$ cat config.mk
export PLATFORM = sky130hd
export DESIGN_NAME = cfg_mem_subsys
export DESIGN_NICKNAME = d
export VERILOG_FILES = /design/src/verilog/cfg_mem_pkg.sv /design/src/verilog/cfg_mem_split.sv /design/src/verilog/cfg_mem_subsys.sv /design/src/verilog/cfg_req_sequencer.sv /design/src/verilog/func_access_port.sv /design/src/verilog/ram_slice_access.sv
export SDC_FILE = /design/constraint.sdc
export NUM_CORES = 2
export LEC_CHECK = 0
export BUFFER_PORTS_ARGS = -buffer_cell sky130_fd_sc_hd__buf_2
export CORE_ASPECT_RATIO = 1.1
export CORE_MARGIN = 2
export CORE_UTILIZATION = 55
export DETAILED_ROUTE_END_ITERATION = 7
export HOLD_SLACK_MARGIN = 0.1
export PLACE_DENSITY = 0.74
export SYNTH_ARGS = -nofsm -noshare
export SYNTH_HDL_FRONTEND = slang
export SYNTH_HIERARCHICAL = 1
export SYNTH_SLANG_ARGS = --single-unit
$ cat constraint.sdc
create_clock -name clk -period 3.3 [get_ports clk]
set_input_delay 0.33 -clock clk [delete_from_list [all_inputs] [get_ports clk]]
set_output_delay 0.33 -clock clk [all_outputs]
set_load 0.01 [all_outputs]
$ cat src/verilog/cfg_mem_pkg.sv
// memory geometry constants, configuration opcode enum and sequencer state enum
`default_nettype none

package cfg_mem_pkg;

  // ====================
  // geometry
  // ====================

  // log2 of the slice count
  localparam int SLICE_FACTOR = 1;
  localparam int NUM_SLICES   = 1 << SLICE_FACTOR;

  // one slice word, check bits included but not interpreted
  localparam int SLICE_DWIDTH = 33;

  // word address into each slice
  localparam int MEM_AWIDTH   = 5;
  localparam int MEM_DEPTH    = 1 << MEM_AWIDTH;

  // whole functional word spans every slice
  localparam int FUNC_DWIDTH  = NUM_SLICES * SLICE_DWIDTH;

  // cfg address: slice select in the low bits, word address above
  localparam int CFG_AWIDTH   = SLICE_FACTOR + MEM_AWIDTH;

  // ====================
  // enums
  // ====================

  typedef enum logic {
    CFG_OP_READ  = 1'b0,
    CFG_OP_WRITE = 1'b1
  } cfg_op_t;

  // request sequencer states
  typedef enum logic [1:0] {
    CFG_IDLE  = 2'd0,
    CFG_ISSUE = 2'd1,
    CFG_WAIT  = 2'd2,
    CFG_DONE  = 2'd3
  } cfg_state_t;

endpackage

`default_nettype wire

$ cat src/verilog/cfg_mem_split.sv
// steering of cfg and functional accesses onto the slices, cfg ack generation
`default_nettype none

module cfg_mem_split
  import cfg_mem_pkg::*;
(
  input  logic                    clk,
  input  logic                    rst_n,
  // cfg side, one slice word at a time
  input  logic                    cfg_mem_re,
  input  logic                    cfg_mem_we,
  input  logic [CFG_AWIDTH-1:0]   cfg_mem_addr,
  input  logic [SLICE_DWIDTH-1:0] cfg_mem_wdata,
  output logic [SLICE_DWIDTH-1:0] cfg_mem_rdata,
  output logic                    cfg_mem_ack,
  // functional side, whole words
  input  logic                    mem_read,
  input  logic                    mem_write,
  input  logic [MEM_AWIDTH-1:0]   mem_addr,
  input  logic [FUNC_DWIDTH-1:0]  mem_wdata,
  output logic [FUNC_DWIDTH-1:0]  mem_rdata,
  // slice side
  output logic [NUM_SLICES-1:0]   slice_re,
  output logic [NUM_SLICES-1:0]   slice_we,
  output logic [MEM_AWIDTH-1:0]   slice_addr,
  output logic [FUNC_DWIDTH-1:0]  slice_wdata,
  input  logic [FUNC_DWIDTH-1:0]  slice_rdata,
  input  logic [NUM_SLICES-1:0]   acc_re,
  input  logic [NUM_SLICES-1:0]   acc_we
);

  logic [SLICE_FACTOR-1:0] cfg_sel;
  logic [SLICE_FACTOR-1:0] sel_q;
  logic                    ack_pend_q;
  logic                    ack_pend_nxt;
  logic                    ack_q;
  logic                    ack_nxt;
  logic                    acc_re_any;
  logic                    acc_we_any;

  // low cfg address bits pick the slice
  assign cfg_sel = cfg_mem_addr[SLICE_FACTOR-1:0];

  // ====================
  // steering
  // ====================

  always_comb begin
    slice_re    = '0;
    slice_we    = '0;
    slice_addr  = mem_addr;
    slice_wdata = mem_wdata;
    if (cfg_mem_we) begin
      // only the chosen slice writes, data replicated to all lanes
      for (int i = 0; i < NUM_SLICES; i++) begin
        if (cfg_sel == i[SLICE_FACTOR-1:0]) slice_we[i] = 1'b1;
      end
      slice_addr  = cfg_mem_addr[SLICE_FACTOR +: MEM_AWIDTH];
      slice_wdata = {NUM_SLICES{cfg_mem_wdata}};
    end else if (cfg_mem_re) begin
      for (int i = 0; i < NUM_SLICES; i++) begin
        if (cfg_sel == i[SLICE_FACTOR-1:0]) slice_re[i] = 1'b1;
      end
      slice_addr = cfg_mem_addr[SLICE_FACTOR +: MEM_AWIDTH];
    end else begin
      // functional access goes to every slice
      slice_re = {NUM_SLICES{mem_read}};
      slice_we = {NUM_SLICES{mem_write}};
    end
  end

  // ====================
  // cfg acknowledge
  // ====================

  assign acc_re_any = |acc_re;
  assign acc_we_any = |acc_we;

  always_comb begin
    ack_pend_nxt = ack_pend_q;
    if (acc_re_any || acc_we_any) ack_pend_nxt = 1'b0;
    // pending from the strobe until its slice access pulses
    if (cfg_mem_re || cfg_mem_we) ack_pend_nxt = 1'b1;
    ack_nxt = ack_pend_q && (acc_re_any || acc_we_any);
  end

  always_ff @(posedge clk or negedge rst_n) begin
    if (!rst_n) begin
      sel_q      <= '0;
      ack_pend_q <= 1'b0;
      ack_q      <= 1'b0;
    end else begin
      if (cfg_mem_re) sel_q <= cfg_sel;
      ack_pend_q <= ack_pend_nxt;
      ack_q      <= ack_nxt;
    end
  end

  assign cfg_mem_ack   = ack_q;
  // slice holds its read data, so the registered select is enough
  assign cfg_mem_rdata = slice_rdata[sel_q * SLICE_DWIDTH +: SLICE_DWIDTH];
  assign mem_rdata     = slice_rdata;

  // no functional traffic from the cfg strobe until its slice access is done
  a_no_func_during_cfg : assert property (@(posedge clk) disable iff (!rst_n)
    (cfg_mem_re || cfg_mem_we || ack_pend_q) |-> !(mem_read || mem_write));

  a_cfg_one_slice : assert property (@(posedge clk) disable iff (!rst_n)
    (cfg_mem_re || cfg_mem_we) |-> $onehot0(slice_re | slice_we));

endmodule

`default_nettype wire

$ cat src/verilog/cfg_mem_subsys.sv
// top level: sequencer, split block, storage slices and functional port
`default_nettype none

module cfg_mem_subsys
  import cfg_mem_pkg::*;
(
  input  logic                    clk,
  input  logic                    rst_n,
  // cfg port
  input  logic                    cfg_req,
  input  cfg_op_t                 cfg_op,
  input  logic [CFG_AWIDTH-1:0]   cfg_addr,
  input  logic [SLICE_DWIDTH-1:0] cfg_wdata,
  output logic                    cfg_done,
  output logic [SLICE_DWIDTH-1:0] cfg_rdata,
  output logic                    cfg_busy,
  // functional port
  input  logic                    func_req,
  input  logic                    func_write,
  input  logic [MEM_AWIDTH-1:0]   func_addr,
  input  logic [FUNC_DWIDTH-1:0]  func_wdata,
  output logic                    func_rvalid,
  output logic [FUNC_DWIDTH-1:0]  func_rdata
);

  // sequencer to split
  logic                    cfg_mem_re;
  logic                    cfg_mem_we;
  logic [CFG_AWIDTH-1:0]   cfg_mem_addr;
  logic [SLICE_DWIDTH-1:0] cfg_mem_wdata;
  logic [SLICE_DWIDTH-1:0] cfg_mem_rdata;
  logic                    cfg_mem_ack;
  // functional port to split
  logic                    mem_read;
  logic                    mem_write;
  logic [MEM_AWIDTH-1:0]   mem_addr;
  logic [FUNC_DWIDTH-1:0]  mem_wdata;
  logic [FUNC_DWIDTH-1:0]  mem_rdata;
  // split to slices
  logic [NUM_SLICES-1:0]   slice_re;
  logic [NUM_SLICES-1:0]   slice_we;
  logic [MEM_AWIDTH-1:0]   slice_addr;
  logic [FUNC_DWIDTH-1:0]  slice_wdata;
  logic [FUNC_DWIDTH-1:0]  slice_rdata;
  logic [NUM_SLICES-1:0]   acc_re;
  logic [NUM_SLICES-1:0]   acc_we;

  cfg_req_sequencer i_cfg_req_sequencer (
    .clk           (clk),
    .rst_n         (rst_n),
    .cfg_req       (cfg_req),
    .cfg_op        (cfg_op),
    .cfg_addr      (cfg_addr),
    .cfg_wdata     (cfg_wdata),
    .cfg_mem_rdata (cfg_mem_rdata),
    .cfg_mem_ack   (cfg_mem_ack),
    .cfg_done      (cfg_done),
    .cfg_rdata     (cfg_rdata),
    .cfg_busy      (cfg_busy),
    .cfg_mem_re    (cfg_mem_re),
    .cfg_mem_we    (cfg_mem_we),
    .cfg_mem_addr  (cfg_mem_addr),
    .cfg_mem_wdata (cfg_mem_wdata)
  );

  cfg_mem_split i_cfg_mem_split (
    .clk           (clk),
    .rst_n         (rst_n),
    .cfg_mem_re    (cfg_mem_re),
    .cfg_mem_we    (cfg_mem_we),
    .cfg_mem_addr  (cfg_mem_addr),
    .cfg_mem_wdata (cfg_mem_wdata),
    .cfg_mem_rdata (cfg_mem_rdata),
    .cfg_mem_ack   (cfg_mem_ack),
    .mem_read      (mem_read),
    .mem_write     (mem_write),
    .mem_addr      (mem_addr),
    .mem_wdata     (mem_wdata),
    .mem_rdata     (mem_rdata),
    .slice_re      (slice_re),
    .slice_we      (slice_we),
    .slice_addr    (slice_addr),
    .slice_wdata   (slice_wdata),
    .slice_rdata   (slice_rdata),
    .acc_re        (acc_re),
    .acc_we        (acc_we)
  );

  // one slice per data lane, all share the word address
  for (genvar i = 0; i < NUM_SLICES; i++) begin : g_slice
    ram_slice_access i_ram_slice_access (
      .clk    (clk),
      .rst_n  (rst_n),
      .re     (slice_re[i]),
      .we     (slice_we[i]),
      .addr   (slice_addr),
      .wdata  (slice_wdata[i*SLICE_DWIDTH +: SLICE_DWIDTH]),
      .rdata  (slice_rdata[i*SLICE_DWIDTH +: SLICE_DWIDTH]),
      .acc_re (acc_re[i]),
      .acc_we (acc_we[i])
    );
  end

  func_access_port i_func_access_port (
    .clk         (clk),
    .rst_n       (rst_n),
    .func_req    (func_req),
    .func_write  (func_write),
    .func_addr   (func_addr),
    .func_wdata  (func_wdata),
    .mem_rdata   (mem_rdata),
    .func_rvalid (func_rvalid),
    .func_rdata  (func_rdata),
    .mem_read    (mem_read),
    .mem_write   (mem_write),
    .mem_addr    (mem_addr),
    .mem_wdata   (mem_wdata)
  );

endmodule

`default_nettype wire

$ cat src/verilog/cfg_req_sequencer.sv
// configuration request sequencer: one slice access at a time, returns data and done
`default_nettype none

module cfg_req_sequencer
  import cfg_mem_pkg::*;
(
  input  logic                    clk,
  input  logic                    rst_n,
  input  logic                    cfg_req,
  input  cfg_op_t                 cfg_op,
  input  logic [CFG_AWIDTH-1:0]   cfg_addr,
  input  logic [SLICE_DWIDTH-1:0] cfg_wdata,
  input  logic [SLICE_DWIDTH-1:0] cfg_mem_rdata,
  input  logic                    cfg_mem_ack,
  output logic                    cfg_done,
  output logic [SLICE_DWIDTH-1:0] cfg_rdata,
  output logic                    cfg_busy,
  output logic                    cfg_mem_re,
  output logic                    cfg_mem_we,
  output logic [CFG_AWIDTH-1:0]   cfg_mem_addr,
  output logic [SLICE_DWIDTH-1:0] cfg_mem_wdata
);

  cfg_state_t              state_q;
  cfg_state_t              state_nxt;
  cfg_op_t                 op_q;
  logic [CFG_AWIDTH-1:0]   addr_q;
  logic [SLICE_DWIDTH-1:0] wdata_q;

  // ====================
  // state machine
  // ====================

  always_comb begin
    state_nxt = state_q;
    unique case (state_q)
      // requests are only taken here, anything else is dropped
      CFG_IDLE:  if (cfg_req) state_nxt = CFG_ISSUE;
      // strobe lasts exactly this one cycle
      CFG_ISSUE: state_nxt = CFG_WAIT;
      CFG_WAIT:  if (cfg_mem_ack) state_nxt = CFG_DONE;
      CFG_DONE:  state_nxt = CFG_IDLE;
      default:   state_nxt = CFG_IDLE;
    endcase
  end

  always_ff @(posedge clk or negedge rst_n) begin
    if (!rst_n) begin
      state_q <= CFG_IDLE;
    end else begin
      state_q <= state_nxt;
    end
  end

  // latch the accepted request
  always_ff @(posedge clk) begin
    if (state_q == CFG_IDLE && cfg_req) begin
      op_q    <= cfg_op;
      addr_q  <= cfg_addr;
      wdata_q <= cfg_wdata;
    end
  end

  // read data is held by the slice while the ack is up
  always_ff @(posedge clk) begin
    if (state_q == CFG_WAIT && cfg_mem_ack) begin
      cfg_rdata <= cfg_mem_rdata;
    end
  end

  // ====================
  // outputs
  // ====================

  assign cfg_mem_re    = (state_q == CFG_ISSUE) && (op_q == CFG_OP_READ);
  assign cfg_mem_we    = (state_q == CFG_ISSUE) && (op_q == CFG_OP_WRITE);
  assign cfg_mem_addr  = addr_q;
  assign cfg_mem_wdata = wdata_q;
  assign cfg_done      = (state_q == CFG_DONE);
  // busy covers issue through done
  assign cfg_busy      = (state_q != CFG_IDLE);

  // ack only makes sense once the slice access has been sent out
  a_no_early_ack : assert property (@(posedge clk) disable iff (!rst_n)
    cfg_mem_ack |-> !(state_q inside {CFG_IDLE, CFG_ISSUE}));

endmodule

`default_nettype wire

$ cat src/verilog/func_access_port.sv
// functional access port: registered whole-word requests, aligned read responses
`default_nettype none

module func_access_port
  import cfg_mem_pkg::*;
(
  input  logic                   clk,
  input  logic                   rst_n,
  input  logic                   func_req,
  input  logic                   func_write,
  input  logic [MEM_AWIDTH-1:0]  func_addr,
  input  logic [FUNC_DWIDTH-1:0] func_wdata,
  input  logic [FUNC_DWIDTH-1:0] mem_rdata,
  output logic                   func_rvalid,
  output logic [FUNC_DWIDTH-1:0] func_rdata,
  output logic                   mem_read,
  output logic                   mem_write,
  output logic [MEM_AWIDTH-1:0]  mem_addr,
  output logic [FUNC_DWIDTH-1:0] mem_wdata
);

  // stage 0 is the slice access cycle, stage 1 the response cycle
  logic [1:0] rd_vld_q;

  always_ff @(posedge clk or negedge rst_n) begin
    if (!rst_n) begin
      mem_read  <= 1'b0;
      mem_write <= 1'b0;
      rd_vld_q  <= '0;
    end else begin
      mem_read  <= func_req && !func_write;
      mem_write <= func_req && func_write;
      rd_vld_q  <= {rd_vld_q[0], mem_read};
    end
  end

  // address and data follow the strobe
  always_ff @(posedge clk) begin
    mem_addr  <= func_addr;
    mem_wdata <= func_wdata;
    // capture the word while the slices present it
    if (rd_vld_q[0]) func_rdata <= mem_rdata;
  end

  assign func_rvalid = rd_vld_q[1];

endmodule

`default_nettype wire

$ cat src/verilog/ram_slice_access.sv
// storage slice with registered access stage, held read data and access pulses
`default_nettype none

module ram_slice_access
  import cfg_mem_pkg::*;
(
  input  logic                    clk,
  input  logic                    rst_n,
  input  logic                    re,
  input  logic                    we,
  input  logic [MEM_AWIDTH-1:0]   addr,
  input  logic [SLICE_DWIDTH-1:0] wdata,
  output logic [SLICE_DWIDTH-1:0] rdata,
  output logic                    acc_re,
  output logic                    acc_we
);

  logic [SLICE_DWIDTH-1:0] mem [MEM_DEPTH];
  logic                    re_q;
  logic                    we_q;
  logic [MEM_AWIDTH-1:0]   addr_q;
  logic [SLICE_DWIDTH-1:0] wdata_q;
  logic [SLICE_DWIDTH-1:0] rdata_q;

  // request stage
  always_ff @(posedge clk or negedge rst_n) begin
    if (!rst_n) begin
      re_q <= 1'b0;
      we_q <= 1'b0;
    end else begin
      re_q <= re;
      we_q <= we;
    end
  end

  always_ff @(posedge clk) begin
    addr_q  <= addr;
    wdata_q <= wdata;
  end

  // ====================
  // array access
  // ====================

  always_ff @(posedge clk) begin
    if (we_q) mem[addr_q] <= wdata_q;
    // hold register keeps the last read word
    if (re_q) rdata_q <= mem[addr_q];
  end

  // read word is visible in the access cycle, then held
  assign rdata  = re_q ? mem[addr_q] : rdata_q;
  assign acc_re = re_q;
  assign acc_we = we_q;

  a_no_rd_wr_same_cycle : assert property (@(posedge clk) disable iff (!rst_n)
    !(re && we));

endmodule

`default_nettype wire
## Word level (Yosys, flattened, before mapping)

Memories as Yosys holds them, arrays and structs flattened. A register that Yosys moved wholly into a read port is not among the register bits.
Cells that the tools add are included.

| storage, ports and cells | value |
|---|---|
| memory bits (read-only) | 0 |
| logic and storage cells | 69 |
| output and inout bits | 102 |
| memories | 2 |
| register bits | 360 |
| bits of input ports | 116 |
| memory bits (writable) | 2112 |
| bits in latches | 0 |

| operators by class | value |
|---|---|
| $mul | 1 |
| equal/unequal tests | 5 |
| add/sub/neg operators | 0 |
| muxes and demuxes | 20 |
| shift-type cells | 1 |
| reductions and logical operators | 16 |
| order comparisons | 0 |
| bitwise logic cells | 1 |
| divide/modulo/power cells | 0 |

Memory list:

| name | words | width | read ports | clocked after Yosys merged registers in | wr ports | line | source |
|---|---|---|---|---|---|---|---|
| g_slice[0].i_ram_slice_access.mem | 32 | 33 | 1 | 1 | 1 | ram_slice_access.sv:18 | `logic [SLICE_DWIDTH-1:0] mem [MEM_DEPTH];` |
| g_slice[1].i_ram_slice_access.mem | 32 | 33 | 1 | 1 | 1 | ram_slice_access.sv:18 |  |

Operators by type and width:

| operator | count |
|---|---|
| 33-bit 2-to-1 mux | 2 |
| 66-bit 2-to-1 mux | 1 |
| 66-bit by 8-bit variable part select with 33-bit output | 1 |
| 2-bit 2-to-1 mux | 6 |
| 5-bit 2-to-1 mux | 2 |
| 1-bit 2-to-1 mux | 8 |
| 2-bit case mux with 4 select lines | 1 |
| 1-bit logical AND | 7 |
| 1-bit by 6-bit multiplier with 7-bit output (second input constant) | 1 |
| 2-bit equality test (second input constant) | 2 |
| 2-bit nonzero test | 2 |
| 2-bit OR reduction | 2 |
| 2-bit by 1-bit equality test with 1-bit output (second input constant) | 1 |
| 2-bit logical NOT | 1 |
| 1-bit logical OR | 2 |
| 2-bit by 1-bit != test with 1-bit output (second input constant) | 1 |
| 2-bit != test (second input constant) | 1 |
| 2-bit AND reduction | 1 |
| 1-bit logical NOT | 1 |
| 1-bit inverter | 1 |

## Logic depth before layout (Yosys ltp)

| logic depth | value |
|---|---|
| depth in word-level cells | 4 |
| gate-level depth with buffers | 9 |
| gate-level depth less buffers | 5 |

## By module

The synthesis kept the hierarchy.

By module, submodules not included:

| module | seq. area each (um^2) | area each (um^2) | instances | cells each |
|---|---|---|---|---|
| ram_slice_access | 33181.8 | 41758.8 | 2 | 1865 |
| func_access_port | 3503.4 | 3519.6 | 1 | 143 |
| cfg_req_sequencer | 2242.2 | 2373.5 | 1 | 90 |
| cfg_mem_split | 75.1 | 1911.8 | 1 | 301 |

## Least setup slack after synthesis

No wires, ideal clock.

| timing | value |
|---|---|
| kind | flip-flop to flip-flop |
| from | reg g_slice[1].i_ram_slice_access.addr_q[0] |
| to | mem g_slice[1].i_ram_slice_access.mem[0][0] (enable) |
| buffers on the path | 4 |
| library setup time | 0.423 ns |
| cell stages (with the launch flop) | 7 |
| clock period less this slack | 3.190 ns |
| arrival | 2.767 ns |
| setup slack | 0.110 ns |
| required time | 2.877 ns |
| cells stage by stage | dfxtp_1 buf_6 buf_6 buf_4 or3b_2 clkbuf_1 nor2_1 |

RTL lines:

| element | line | source |
|---|---|---|
| from (decl) | ram_slice_access.sv:21 | `logic [MEM_AWIDTH-1:0] addr_q;` |
| from (signal assigned) | ram_slice_access.sv:37 | `addr_q <= addr;` |
| to (decl) | ram_slice_access.sv:18 |  |

No word-level cell before the write port.

==> flow_metrics.env <==
export IMPL_avgSynthCellArea_um2=21.4
export IMPL_critPathBufInv=1
export IMPL_synth_area_um2=91300
export IMPL_dp_hpwl_um=146000
export IMPL_crit_chain="nand4b_4 -> buf_4 -> o221ai_1 -> a21oi_1 -> a41oi_1 -> mux2_2"
export IMPL_drtPass1Iterations=5
export IMPL_finalCritPeriodShare_pct=97.9
export IMPL_min_path_cells=2
export IMPL_fin_nets=5046
export IMPL_synth_top_cells_by_count="2251 x edfxtp_1, 430 x mux4_2, 213 x dfxtp_1"
export IMPL_core_um2=165000
export IMPL_grt_max_degree=58
export IMPL_ant_nets=0
export IMPL_root_buffer="clkbuf_16"
export IMPL_max_freq_ghz=0.310
export IMPL_total_power_w=0.0833
export IMPL_clock_sink_count=2477
export IMPL_irDropWorstVdd_mv=0.608
export IMPL_max_cap_violations=0
export IMPL_slowest_stage="dfxtp_1"
export IMPL_synth_async_reset_ratio_pct=0.525
export IMPL_r2r_end="i_cfg_req_sequencer/cfg_rdata[9]"
export IMPL_drcViolationCount=0
export IMPL_setup_worst_path_end_class="register"
export IMPL_yosys_area_share_adder_pct=0.0548
export IMPL_die_w_um=393
export IMPL_synth_simple_area_share_pct=1.56
export IMPL_ys_seq_elements=2477
export IMPL_cp_top_family="compound AO/OA/AOI/OAI gates"
export IMPL_cts_buffer_depth=3
export IMPL_required_ps=4030
export IMPL_grt_pass1_wl_um=345000
export IMPL_r2r_start="g_slice[1].i_ram_slice_access/addr_q[3]"
export IMPL_yosysWarnings=6
export IMPL_setup_violations_final=0
export IMPL_whs_endpoint="i_cfg_req_sequencer/cfg_mem_addr[5]"
export IMPL_die_area_um2=169000
export IMPL_die_h_um=431
export IMPL_synth_top_area_share_pct=74.0
export IMPL_clock_skew_ps=56.1
export IMPL_cts_buffers=225
export IMPL_placementRows=156
export IMPL_leakagePower_nw=35.2
export IMPL_vias_per_cell=6.48
export IMPL_cts_clk_slew_worst_paths_ps=70
export IMPL_synth_xor_area_share_pct=0
export IMPL_cp_start_kind="register"
export IMPL_path_max_fanout=19
export IMPL_post_drt_wl_per_cell_um=33.3
export IMPL_synth_area_mux_share_pct=13.3
export IMPL_numPortBuffers=217
export IMPL_cts_htree_levels=4
export IMPL_synthesis_nets=4384
export IMPL_routed_wl_um=245000
export IMPL_antenna_found_initial=10
export IMPL_grt_overflow=0
export IMPL_clock_latency_ps=880
export IMPL_status="finished clean"
export IMPL_synth_cell_type_count=57
export IMPL_cp_arrival_ps=3960
export IMPL_crit_type="register to register"
export IMPL_initial_core_util_pct=55.5
export IMPL_crit_path_max_incr_delay_ps=740
export IMPL_final_cells=7349
export IMPL_grt_pass1_vias=47812
export IMPL_reg2regPathDepth=6
export IMPL_fillCellCount=10255
export IMPL_synth_most_common_cell="edfxtp_1"
export IMPL_grt_total_usage_pct=29.1
export IMPL_cts_tree="done"
export IMPL_slew_headroom_pct=9.58
export IMPL_vias=47642
export IMPL_worst_slew_pin_slew_ps=1350
export IMPL_crit_start="g_slice[1].i_ram_slice_access/addr_q[3]"
export IMPL_synth_top_family_by_area="multiplexers"
export IMPL_ys_flop_type="edfxtp_1"
export IMPL_gp_congestion=0.838
export IMPL_synth_edf_count=2251
export IMPL_r2r_slack_ps=70
export IMPL_finalHoldViolCount=0
export IMPL_rsz0062_at_grt="no"
export IMPL_postSynthCellCount=4264
export IMPL_drt_iter0_drc=7164
export IMPL_synth_compound_area_share_pct=3.70
export IMPL_min_period_ps=3230
export IMPL_min_from="cfg_addr[5]"
export IMPL_powerDensity_nw_per_um2=780
export IMPL_hp_class="primary input to register"
export IMPL_final_seq_area_um2=72200
export IMPL_top_level_ports=218
export IMPL_multi_input_area_um2=17600
export IMPL_dp_cells=6722
export IMPL_drive_above_1_share_pct=29.0
export IMPL_synthTopCellsByArea="edfxtp_1 74%, mux4_2 11%, dfxtp_1 4.7%"
export IMPL_drv_slew=0
export IMPL_seq_area_frac_synth_pct=79.0
export IMPL_syn_to_final_growth_pct=17.0
export IMPL_setup_tns_final_ps=0
export IMPL_synth_area_leader_cell="edfxtp_1"
==> cell families after synthesis <==
kind of cell / Yosys count
AOI/OAI and AO/OA: 470
adders and majority gates: 4
buffers and inverters: 361
DFF: 2477
muxes: 669
and+or+nand+nor: 283
==> per-stage QoR <==
stage	hold WS [ps]	setup WS, ps	utilization [%]	instance area [um^2]
2_1_floorplan	34.4	110	-	91300
3_3_place_gp	286	-91.8	58.9	96900
3_5_place_dp	301	-204	58.9	96900
4_1_cts	110	63.3	64.9	107000
5_1_grt	156	17.6	64.9	107000
6_report	159	70.1	64.9	107000
==> layer usage <==
| layer | GRT usage [%] | vias up | wire length (um) |
|---|---|---|---|
| li1 | - | 18908 | - |
| met2 | 45.0 | 3285 | 115000 |
| met5 | 0 | - | 84 |
| met3 | 5.52 | 537 | 28100 |
| met1 | 41.0 | 24900 | 89600 |
| met4 | 12.6 | 12 | 11500 |
==> layout make-up <==
class	count	area share, %
multi-input cells	1426	16.5
clock buffers	308	5.90
inverters	74	0.260
well taps	2212	2.59
clock inverters	123	1.54
repair buffers	722	5.66
diodes	7	0.0164
flip-flops and latches	2477	67.6
==> flip-flops by register name, indices dropped and copies added (netlist names), 10 cells and up <==
signal	flops
g_slice.i_ram_slice_access/addr_q	10
g_slice.i_ram_slice_access/mem	2112
g_slice.i_ram_slice_access/rdata_q	66
g_slice.i_ram_slice_access/wdata_q	66
i_cfg_req_sequencer/cfg_mem_wdata	33
i_cfg_req_sequencer/cfg_rdata	33
i_func_access_port/func_rdata	66
i_func_access_port/mem_wdata	66
==> worst reg2reg max path, delay by kind of cell, from the launching register on <==
| family | cells | cell delay, ps |
|---|---|---|
| compound gates | 3 | 1050 |
| buf+inv | 1 | 390 |
| flops | 1 | 740 |
| mux | 1 | 280 |
| simple gates | 1 | 620 |
==> timing repair <==
item                       in CTS  in global routing
gates cloned                    0                  0
setup endpoints to repair       9                  2
buffers inserted                0                  1
gates resized for setup         6                  1
hold endpoints to repair      128                  0
hold buffers                  188                  0
==> worst max path at each step <==
stage	endpoint	slack, ps	cells past startpoint
global route	i_cfg_req_sequencer/cfg_rdata[23]	20	6
global placement	i_cfg_req_sequencer/cfg_rdata[23]	-90	6
finish	i_cfg_req_sequencer/cfg_rdata[9]	70	6
CTS	i_cfg_req_sequencer/cfg_rdata[13]	60	6
detailed placement	i_cfg_req_sequencer/cfg_rdata[23]	-200	6
floorplan	g_slice[1].i_ram_slice_access/mem[0][0]	110	6
==> where the power goes <==
group,leakage [nW],internal [W],total [W],switching (W)
Sequential,22.3,0.0381,0.0409,0.00284
Combinational,9.09,0.00636,0.0148,0.00844
Clock,3.89,0.0161,0.0276,0.0115
==> layout by cell type (no fill, tap or decap), drive strengths merged, types with 46 or more instances in the layout <==
cell,n
mux4,430
nand2,46
a41oi,46
mux2i,182
dfxtp,213
buf,534
edfxtp,2251
o21ai,67
mux2,57
clkinv,77
clkbuf,308
dlygate4sd3,188
a22oi,164
inv,80
nor2,151
o221ai,64
a21oi,52
No activity file was read; power rests on OpenSTA's default activity.
